**config.mk**
```make
export PLATFORM = sky130hd
export DESIGN_NAME = xnorLayerTop
export DESIGN_NICKNAME = d
export VERILOG_FILES = /design/src/logic/apbPkg.sv /design/src/logic/layerPkg.sv /design/src/logic/apbRegs.sv /design/src/logic/rowAccum.sv /design/src/logic/scanSequencer.sv /design/src/logic/sparseXnorArray.sv /design/src/logic/xnorLayerTop.sv
export SDC_FILE = /design/constraint.sdc
export NUM_CORES = 1
export LEC_CHECK = 0
export BUFFER_PORTS_ARGS = -buffer_cell sky130_fd_sc_hd__buf_2
export CAP_MARGIN = 20
export CORE_AREA = 2 2 75 77
export CTS_CLUSTER_DIAMETER = 50
export DETAILED_ROUTE_END_ITERATION = 8
export DIE_AREA = 0 0 77 79
export GPL_TIMING_DRIVEN = 0
export HOLD_SLACK_MARGIN = 0.03
export PLACE_DENSITY = 0.7
export SYNTH_ARGS = -nofsm -noshare
export SYNTH_HDL_FRONTEND = slang
export SYNTH_HIERARCHICAL = 1
export SYNTH_SLANG_ARGS = --single-unit
```
**constraint.sdc**
```tcl
create_clock -name clk -period 1.9 [get_ports clk]
set_input_delay 0.19 -clock clk [delete_from_list [all_inputs] [get_ports clk]]
set_output_delay 0.19 -clock clk [all_outputs]
set_load 0.005 [all_outputs]
```
**src/logic/apbPkg.sv**
```systemverilog
package apbPkg;

  localparam int AddrW = 8;
  localparam int DataW = 32;

  // byte address and data word of the APB slave
  typedef logic [AddrW-1:0] addr_t;
  typedef logic [DataW-1:0] data_t;

  // register map
  // bit 0 starts a run, reads back as zero
  localparam addr_t CtrlAddr = 8'h00;

  // bit 0 busy, bit 1 sticky done
  localparam addr_t StatusAddr = 8'h04;

  // low Inputs bits hold the activation vector
  localparam addr_t InputAddr = 8'h08;

  // row j result lives at ResultBase + 4*j
  localparam addr_t ResultBase = 8'h10;

endpackage

```
**src/logic/layerPkg.sv**
```systemverilog
package layerPkg;

  // widest input vector the datapath is sized for
  localparam int MaxInputs = 8;

  localparam int IdxW = $clog2(MaxInputs);
  // one extra bit so a count can reach MaxInputs itself
  localparam int CountW = IdxW + 1;
  // doubled count plus the normalising offset
  localparam int SumW = CountW + 2;

  // bit position within the input vector
  typedef logic [IdxW-1:0] idx_t;

  // number of sign matches seen by one row
  typedef logic [CountW-1:0] count_t;

  // corrected row result as seen by software
  typedef logic [SumW-1:0] sum_t;

endpackage

```
**src/logic/apbRegs.sv**
```systemverilog
`timescale 1ns/1ns

module apbRegs #(
  parameter int Inputs = 8,
  parameter int Rows = 1
) (
  input  logic clk,
  input  logic rst,
  input  logic PSEL,
  input  logic PENABLE,
  input  logic PWRITE,
  input  apbPkg::addr_t PADDR,
  input  apbPkg::data_t PWDATA,
  output apbPkg::data_t PRDATA,
  output logic PREADY,
  output logic PSLVERR,
  output logic start,
  output logic [Inputs-1:0] inVec,
  input  logic busy,
  input  logic done,
  input  logic [Rows*$bits(layerPkg::sum_t)-1:0] sums
);

  localparam int SumW = $bits(layerPkg::sum_t);
  localparam int RowW = (Rows > 1) ? $clog2(Rows) : 1;

  logic access;
  logic isCtrl;
  logic isStatus;
  logic isInput;
  logic isResult;
  logic slvErr;
  logic wrOk;
  logic startWrite;
  apbPkg::addr_t resOffset;
  logic [RowW-1:0] resIdx;

  logic [Inputs-1:0] inVecReg;
  logic doneFlag;
  logic startReg;
  layerPkg::sum_t results [Rows];

  // address decode
  assign access = PSEL & PENABLE;
  assign isCtrl = (PADDR == apbPkg::CtrlAddr);
  assign isStatus = (PADDR == apbPkg::StatusAddr);
  assign isInput = (PADDR == apbPkg::InputAddr);
  assign resOffset = PADDR - apbPkg::ResultBase;
  assign resIdx = resOffset[RowW+1:2];
  assign isResult = (PADDR >= apbPkg::ResultBase) && (resOffset[1:0] == 2'b00) &&
                    (int'(resOffset[7:2]) < Rows);

  // unmapped, read-only, or ctrl/input touched mid-run
  assign slvErr = access & (~(isCtrl | isStatus | isInput | isResult) |
                            (PWRITE & (isStatus | isResult)) |
                            (PWRITE & busy & (isCtrl | isInput)));

  assign wrOk = access & PWRITE & ~slvErr;
  assign startWrite = wrOk & isCtrl & PWDATA[0];

  assign PREADY = 1'b1;
  assign PSLVERR = slvErr;
  assign start = startReg;
  assign inVec = inVecReg;

  always_ff @(posedge clk or posedge rst) begin
    if (rst) begin
      inVecReg <= '0;
      doneFlag <= 1'b0;
      startReg <= 1'b0;
      for (int r = 0; r < Rows; r++) begin
        results[r] <= '0;
      end
    end else begin
      // start leaves here one cycle after the accepted write
      startReg <= startWrite;
      if (wrOk && isInput) begin
        inVecReg <= PWDATA[Inputs-1:0];
      end
      if (startWrite) begin
        doneFlag <= 1'b0;
      end else if (done) begin
        doneFlag <= 1'b1;
      end
      // sums are final while done is high
      if (done) begin
        for (int r = 0; r < Rows; r++) begin
          results[r] <= sums[r*SumW +: SumW];
        end
      end
    end
  end

  // read mux, unused bits stay zero
  always_comb begin
    PRDATA = '0;
    if (isStatus) begin
      PRDATA[1:0] = {doneFlag, busy};
    end else if (isInput) begin
      PRDATA[Inputs-1:0] = inVecReg;
    end else if (isResult) begin
      PRDATA[SumW-1:0] = results[resIdx];
    end
  end

endmodule

```
**src/logic/rowAccum.sv**
```systemverilog
`timescale 1ns/1ns

module rowAccum #(
  parameter int Inputs = 8
) (
  input  logic clk,
  input  logic rst,
  input  logic clear,
  input  logic valid,
  input  logic scanBit,
  input  layerPkg::idx_t idx,
  input  logic [Inputs-1:0] colMask,
  input  logic [Inputs-1:0] signMask,
  output layerPkg::count_t count
);

  logic hit;

  // serial xnor popcount over the columns this row uses
  assign hit = valid && colMask[idx] && (scanBit == signMask[idx]);

  always_ff @(posedge clk or posedge rst) begin
    if (rst) begin
      count <= '0;
    end else if (clear) begin
      count <= '0;
    end else if (hit) begin
      count <= count + 1'b1;
    end
  end

endmodule

```
**src/logic/scanSequencer.sv**
```systemverilog
`timescale 1ns/1ns

module scanSequencer #(
  parameter int Inputs = 8
) (
  input  logic clk,
  input  logic rst,
  input  logic start,
  input  logic [Inputs-1:0] inVec,
  output logic scanBit,
  output layerPkg::idx_t idx,
  output logic valid,
  output logic clear,
  output logic busy,
  output logic done
);

  typedef enum logic [1:0] {
    Idle,
    Scan,
    Finish
  } state_t;

  state_t state;
  logic [Inputs-1:0] shiftReg;
  layerPkg::idx_t idxReg;
  logic lastBit;

  assign lastBit = (idxReg == layerPkg::idx_t'(Inputs - 1));

  always_ff @(posedge clk or posedge rst) begin
    if (rst) begin
      state <= Idle;
      idxReg <= '0;
    end else if (start) begin
      state <= Scan;
      idxReg <= '0;
    end else begin
      case (state)
        Scan: begin
          idxReg <= idxReg + 1'b1;
          if (lastBit) begin
            state <= Finish;
          end
        end
        Finish: state <= Idle;
        default: state <= Idle;
      endcase
    end
  end

  // vector snapshot shifted out lsb first
  always_ff @(posedge clk or posedge rst) begin
    if (rst) begin
      shiftReg <= '0;
    end else if (start) begin
      shiftReg <= inVec;
    end else if (state == Scan) begin
      shiftReg <= shiftReg >> 1;
    end
  end

  assign scanBit = shiftReg[0];
  assign idx = idxReg;
  assign valid = (state == Scan);
  // accumulators restart together with the snapshot
  assign clear = start;
  assign busy = (state != Idle);
  assign done = (state == Finish);

endmodule

```
**src/logic/sparseXnorArray.sv**
```systemverilog
`timescale 1ns/1ns

module sparseXnorArray #(
  parameter int Inputs = 8,
  parameter int Rows = 1,
  // compressed-row weights, 8 bits per entry
  parameter logic [(Rows+1)*8-1:0] RowStart = 16'h0100,
  parameter logic [Rows*8-1:0] RowLen = 8'h01,
  parameter ColIdx = 8'h00,
  parameter Signs = 1'b1,
  parameter int MaxLen = 1
) (
  input  logic clk,
  input  logic rst,
  input  logic clear,
  input  logic valid,
  input  logic scanBit,
  input  layerPkg::idx_t idx,
  output logic [Rows*$bits(layerPkg::sum_t)-1:0] sums
);

  localparam int SumW = $bits(layerPkg::sum_t);

  // flatten one row of the compressed form into a per-column mask
  function automatic logic [Inputs-1:0] rowMask(input int row, input logic signOnly);
    logic [Inputs-1:0] mask;
    int first;
    int len;
    int col;
    mask = '0;
    first = RowStart[row*8 +: 8];
    len = RowLen[row*8 +: 8];
    for (int k = 0; k < len; k++) begin
      col = ColIdx[(first+k)*8 +: 8];
      if (!signOnly || Signs[first+k]) begin
        mask[col] = 1'b1;
      end
    end
    return mask;
  endfunction

  for (genvar r = 0; r < Rows; r++) begin : gRow
    localparam int Len = RowLen[r*8 +: 8];
    if (Len != 0) begin : gUsed
      localparam logic [Inputs-1:0] ColMask = rowMask(r, 1'b0);
      localparam logic [Inputs-1:0] SignMask = rowMask(r, 1'b1);
      layerPkg::count_t rowCount;

      rowAccum #(
        .Inputs(Inputs)
      ) i_rowAccum (
        .clk(clk),
        .rst(rst),
        .clear(clear),
        .valid(valid),
        .scanBit(scanBit),
        .idx(idx),
        .colMask(ColMask),
        .signMask(SignMask),
        .count(rowCount)
      );

      // matches minus mismatches, shifted by the normalising length
      assign sums[r*SumW +: SumW] = layerPkg::sum_t'(2 * int'(rowCount) + MaxLen - Len);
    end else begin : gEmpty
      assign sums[r*SumW +: SumW] = layerPkg::sum_t'(MaxLen);
    end
  end

endmodule

```
**src/logic/xnorLayerTop.sv**
```systemverilog
`timescale 1ns/1ns

module xnorLayerTop #(
  parameter int Inputs = 8,
  parameter int Rows = 1,
  parameter logic [(Rows+1)*8-1:0] RowStart = 16'h0100,
  parameter logic [Rows*8-1:0] RowLen = 8'h01,
  parameter ColIdx = 8'h00,
  parameter Signs = 1'b1,
  parameter int MaxLen = 1
) (
  input  logic clk,
  input  logic rst,
  input  logic PSEL,
  input  logic PENABLE,
  input  logic PWRITE,
  input  apbPkg::addr_t PADDR,
  input  apbPkg::data_t PWDATA,
  output apbPkg::data_t PRDATA,
  output logic PREADY,
  output logic PSLVERR
);

  logic start;
  logic [Inputs-1:0] inVec;
  logic busy;
  logic done;
  logic scanBit;
  layerPkg::idx_t idx;
  logic valid;
  logic clear;
  logic [Rows*$bits(layerPkg::sum_t)-1:0] sums;

  apbRegs #(
    .Inputs(Inputs),
    .Rows(Rows)
  ) i_apbRegs (
    .clk(clk),
    .rst(rst),
    .PSEL(PSEL),
    .PENABLE(PENABLE),
    .PWRITE(PWRITE),
    .PADDR(PADDR),
    .PWDATA(PWDATA),
    .PRDATA(PRDATA),
    .PREADY(PREADY),
    .PSLVERR(PSLVERR),
    .start(start),
    .inVec(inVec),
    .busy(busy),
    .done(done),
    .sums(sums)
  );

  // one counter drives every row in lockstep
  scanSequencer #(
    .Inputs(Inputs)
  ) i_scanSequencer (
    .clk(clk),
    .rst(rst),
    .start(start),
    .inVec(inVec),
    .scanBit(scanBit),
    .idx(idx),
    .valid(valid),
    .clear(clear),
    .busy(busy),
    .done(done)
  );

  sparseXnorArray #(
    .Inputs(Inputs),
    .Rows(Rows),
    .RowStart(RowStart),
    .RowLen(RowLen),
    .ColIdx(ColIdx),
    .Signs(Signs),
    .MaxLen(MaxLen)
  ) i_sparseXnorArray (
    .clk(clk),
    .rst(rst),
    .clear(clear),
    .valid(valid),
    .scanBit(scanBit),
    .idx(idx),
    .sums(sums)
  );

endmodule
```
[Yosys cells after proc, flatten, opt, wreduce, memory -nomap -nowiden]
Memories as Yosys holds them, arrays and structs flattened.
Index checks and enable logic that the tools add are counted.
Storage, ports and cells
  register bits: 33
  ROM bits: 8
  memories: 1
Memories
  (name not given): depth 8, width 1, read ports 1, clocked after memory_dff 0, wr ports 0, RTL line rowAccum.sv:20  | assign hit = valid && colMask[idx] && (scanBit == signMask[idx]);
Operators by class
  add/sub/neg operators: 5
  $lt $le $gt $ge: 4
  eq/ne operators: 7
  multiplexer cells: 18
  bitwise operators: 18
  reductions and logical operators: 11
Operators by type and width (count)
  $mux W6: 4
  $mux W8: 2
  $mux W2: 5
  $and A1 B1 Y1: 9
  $eq A8 B3 Y1 const B: 1
  $eq A8 B4 Y1 const B: 1
  $ge A8 B5 Y1 const B: 1
  $logic_not A8 Y1: 1
  $mux W4: 2
  $reduce_bool A2 Y1: 4
  $sub A8 B5 Y8 const B: 1
  $or A1 B1 Y1: 7
  $add A5 B1 Y6 const B: 1
  $lt A6 B1 Y1 const B: 1
  $mux W3: 2
  $sub A6 B2 Y6 const B: 1
  $logic_and A1 B1 Y1: 5
  $add A4 B1 Y4 const B: 1
  $lt A3 B4 Y1 const B: 1
  $add A3 B1 Y3 const B: 1
  $eq A3 B3 Y1 const B: 1
  $mux W1: 3
  $ne A3 B3 Y1 const B: 1
  $eq A2 B1 Y1 const B: 1
  5 further kinds: 6

[Logic depth before layout (Yosys ltp)]
  depth in word-level cells: 14
  depth in mapped cells: 8
  gate-level depth less buffers: 7

[Cells and area by module]
The synthesis kept the hierarchy.
By module, submodules not included
  apbRegs: instances 1, cells each 102, area an instance 1047.3 µm²
  scanSequencer: instances 1, cells each 58, area an instance 624.3 µm²
  rowAccum: instances 1, cells each 34, area an instance 374.1 µm²
  sparseXnorArray: instances 1, cells each 4, area an instance 22.5 µm²

[Least setup slack after synthesis]
OpenSTA, ideal clock, no wires.
  path type: flip-flop to flip-flop
  start point: register i_scanSequencer.idxReg[0] (netlist: i_scanSequencer/idx[0])
  end point: register i_sparseXnorArray.gRow[0].gUsed.i_rowAccum.count[0]
  library setup time: 0.125 ns
  arrival: 1.799 ns
  required time: 1.775 ns
  slack: -0.025 ns
  cell stages (with the launch flop): 7
  clock period less this slack: 1.925 ns
  cell sequence: dfrtp_1 > buf_4 > mux2i_1 > mux4_2 > xnor2_2 > nor2b_1 > mux2_4
Between the ends
  cells in the longest elaborated chain, start to end: 5
RTL lines
  from (decl): RTL line scanSequencer.sv:26  | layerPkg::idx_t idxReg;
  from (signal assigned): RTL line scanSequencer.sv:41  | idxReg <= idxReg + 1'b1;
  $mem_v2 Z8 W1 (*)
  $mux W1 (not written as such) (*): RTL line rowAccum.sv:20
  $eq A1 B1 Y1 or $logic_and A1 B1 Y1 (tied branches): RTL line rowAccum.sv:20
  $logic_and A1 B1 Y1 (*): RTL line rowAccum.sv:20
  $reduce_bool A2 Y1 (no line) (*)
  to (signal assigned): RTL line rowAccum.sv:28  | count <= count + 1'b1;
  to (decl): RTL line rowAccum.sv:14  | output layerPkg::count_t count
Every way passes the cells marked *; elsewhere a longest branch is shown, timed or not. The select of a mux whose other input is x is not followed.
A chain may end at the register's enable or synchronous reset.

[Worst setup path after layout]
Ends and elaborated chain as after synthesis.

==> impl_metrics.py <==
metrics = {
    "pwr": {
        "p_leak_nw": 1.336,
        "vdd_drop_max_v": 0.0005124,
        "powerDensity_nw_per_um2": 642.0,
    },
    "clock_tree": {
        "clock-sinks": 33,
        "path_clk_slew_ps": 70,
        "cts_buffers": 5,
        "cts_root_buf": "clkbuf_8",
        "tritoncts": "yes",
        "clockBufferDepth": 2,
        "htreeDepth": 2,
        "insertion_delay_ps": 280,
    },
    "finish": {
        "area_growth_pct": 26.44,
        "antenna-diode-count": 0,
        "n_fill_cell": 527,
        "layout-drive-gt1-share": 0.3502,
        "final_core_util": 0.4899,
        "finalNetCount": 324,
        "final_cell_area_um2": 2615,
    },
    "synthesis": {
        "synth-edff-count": 0,
        "seq_area_frac_synth": 0.3993,
        "synth_area_leaders": "dfrtp_1 40%, buf_4 11%, mux2_2 7.6%, mux2i_1 5.8%, mux4_2 3.3%",
        "synth.distinct_cells": 46,
        "ys_ff_latch": 33,
        "avgSynthCellArea_um2": 10.45,
        "syn_area_um2": 2068,
        "synth_area_leader_cell": "dfrtp_1",
        "ys_warn_count": 6,
        "dominantRegCellSynth": "dfrtp_1",
        "synthArstFlopShare": 1.000,
        "syn_inst": 198,
        "yosysTopAreaCellShare": 0.3993,
    },
    "place": {
        "dp_hpwl_um": 2858,
        "placed_cell_area_um2": 2447,
        "portBuffers": 28,
        "place_congestion": 0.7986,
        "pre_cts_slack_ps": -101.7,
    },
    "die": {
        "core_um2": 5338,
        "die_area_um2": 6083,
        "io_pins": 79,
        "die_height_um": 79,
        "initial_core_util": 0.3875,
        "fp-row-count": 27,
        "die_w_um": 77,
    },
    "timing": {
        "fmax_mhz": 548.3,
        "hold_slack_ps": 140.4,
        "finalHoldViolCount": 0,
        "fin_crit_ps": 1824,
        "setup_viol": 0,
        "rsz0062_at_grt": "false",
        "fin_tns_setup_ps": 0,
        "tightest_slew_ps": 593.2,
        "clock_skew_ps": 5.207,
        "slew_viol_final": 0,
        "relSlewSlack": 0.6041,
        "setup_slack_ps": 76.19,
        "period_share": 0.9599,
    },
    "global_routing": {
        "grt_pass1_wl_um": 5906,
        "grt_pass1_vias": 1362,
        "grt_use_total": 0.1225,
        "grt_max_degree": 17,
        "overflow": 0,
        "antenna_found_initial": 0,
    },
    "detailed_routing": {
        "vias_per_cell": 4.301,
        "wirelength_um": 3569,
        "dr_total_vias": 1501,
        "drtIter0Drc": 21,
        "drc": 0,
        "drtAntennaViolNets": 0,
        "drtPass1Iterations": 4,
        "wl_per_cell_um": 10.23,
    },
    "setup_path": {
        "slowest_stage": "mux4_2",
        "crit_path_start_kind": "register",
        "crit_chain": "mux2i_1, mux4_2, xnor2_4, nor2b_2, mux2_4",
        "critPathKind": "register to register",
        "required_ps": 2070,
        "cp-end-kind": "register",
        "cp_slowest_stage_delay_ps": 530,
        "critical_path_arrival_ps": 1990,
        "worstPathMaxFanout": 4,
    },
    "status": {
        "outcome": "complete, no violations",
    },
    "run": {
        "max_cap_violations": 0,
    },
    "worst_hold_path": {
        "hold_path.class": "input pin to register",
    },
}
## cell usage in the layout (no fill, tap or decap), drive strengths merged
cell | Yosys | final
or3 | 1 | 1
nand3b | 4 | 4
nand2b | 3 | 3
mux4 | 3 | 3
or2 | 2 | 2
nand2 | 16 | 16
ha | 3 | 3
mux2i | 12 | 12
dfrtp | 33 | 33
a211oi | 2 | 2
a21o | 2 | 2
buf | 32 | 63
a21oi | 5 | 5
conb | 4 | 43
o211a | 1 | 1
inv | 4 | 4
a22o | 1 | 1
mux2 | 16 | 16
bufinv | 0 | 1
dlygate4sd3 | 0 | 1
and4bb | 1 | 1
xnor2 | 2 | 2
nand4 | 1 | 1
clkbuf | 5 | 12
nor3b | 2 | 2
and2b | 1 | 1
and4 | 1 | 1
nor2 | 8 | 8
nor3 | 5 | 5
a41oi | 1 | 1
and4b | 1 | 1
and2 | 3 | 3
nor2b | 6 | 6
o21bai | 1 | 1
o21ai | 9 | 9
nor4 | 1 | 1
and3 | 1 | 1
or4 | 1 | 1
a22oi | 4 | 4
## cell usage after synthesis (2+ instances only)
library cell and number:
nand3b_1 4, nand2b_1 2, mux2_2 14, buf_4 30, ha_1 3, mux2i_1 12
nor2_1 8, inv_1 3, a21o_1 2, a21oi_1 5, a22oi_1 4, nor2b_1 6
o21ai_0 2, a211oi_1 2, o21ai_1 7, nor3_1 5, dfrtp_1 33, clkbuf_1 5
and2_1 3, conb_1 4, nand2_1 16, mux4_2 3, nor3b_1 2
## routing by layer
metal	track usage	up-vias	share of wire
met3	0.02727	5	0.058
li1	-	773	-
met4	0.04286	0	0.015
met1	0.1492	674	0.45
met2	0.2149	49	0.48
met5	0	-	0
## logic make-up (layout without fill, tap and decap cells)
logic type      Yosys count  in the layout  synth area share
compound gates           26             26           0.07985
buf+inv                  41             81            0.1440
flops                    33             33            0.3993
xor+xnor                  2              2           0.01210
other cells               4             43          0.007257
simple gates             58             58            0.1597
fa+ha+maj                 3              3           0.01815
mux                      31             31            0.1797
## critical path: cells and delay by family, from the launching register on
kind,cells,cell delay [ps]
xor gates and xnor gates,1,190
DFF,1,410
muxes,3,950
and+or+nand+nor,1,160
## area by class of cell
class | instances | area, um2 | area share
Sequential cell | 33 | 828.3 | 0.3167
Multi-Input combinational cell | 163 | 1110 | 0.4244
Buffer | 36 | 262.8 | 0.1005
Clock inverter | 1 | 30.03 | 0.01148
Timing Repair Buffer | 33 | 180.2 | 0.06890
Inverter | 4 | 27.53 | 0.01053
Tap cell | 72 | 90.09 | 0.03445
Clock buffer | 7 | 86.33 | 0.03301
## where the power goes
group	leakage (nW)	switching [mW]	total, mW	internal [mW]
clock	0.0585	0.240	0.667	0.427
sequential	0.446	0.0175	0.738	0.721
combinational	0.832	0.122	0.274	0.152
## per-stage QoR
stage	cells	power, mW
after floorplan	237	0.9430
after global placement	337	0.9896
after detailed placement	337	0.9944
after CTS	348	1.696
after global routing	349	1.759
final	349	1.679
## path summary, 6_finish.rpt
| kind | startpoint | endpoint | slack (ps) | cells after the start |
|---|---|---|---|---|
| worst max-delay path | i_scanSequencer/idx[0] | register | 80 | 5 |
| worst min register to register | i_apbRegs/start | i_scanSequencer/shiftReg[6] | 510 | 1 |
| max in group asynchronous | rst | i_apbRegs/start | 970 | 3 |
| worst min-delay path | PWDATA[7] | i_apbRegs/inVec[7] | 140 | 2 |
| worst max register to register | i_scanSequencer/idx[0] | register | 80 | 5 |
| min in group asynchronous | rst | async pin | 360 | 3 |
## repair_timing
item,in CTS,in global routing
endpoints found under the setup margin,3,12
setup buffers,3,1
hold endpoints to repair,33,0
hold buffers,1,0
resized for setup,2,3
pin swaps,2,1
cloned,0,0
## sequential cells by signal, indices dropped and copies added, names as in the netlist
signal                                         count
i_apbRegs/doneFlag                                 1
i_scanSequencer/idx                                3
i_apbRegs/inVec                                    8
i_sparseXnorArray/gRow.gUsed.i_rowAccum/count      4
i_scanSequencer/state                              2
i_apbRegs/start                                    1
i_apbRegs/results                                  6
i_scanSequencer/shiftReg                           8
Power figures use the tool's default switching activity.
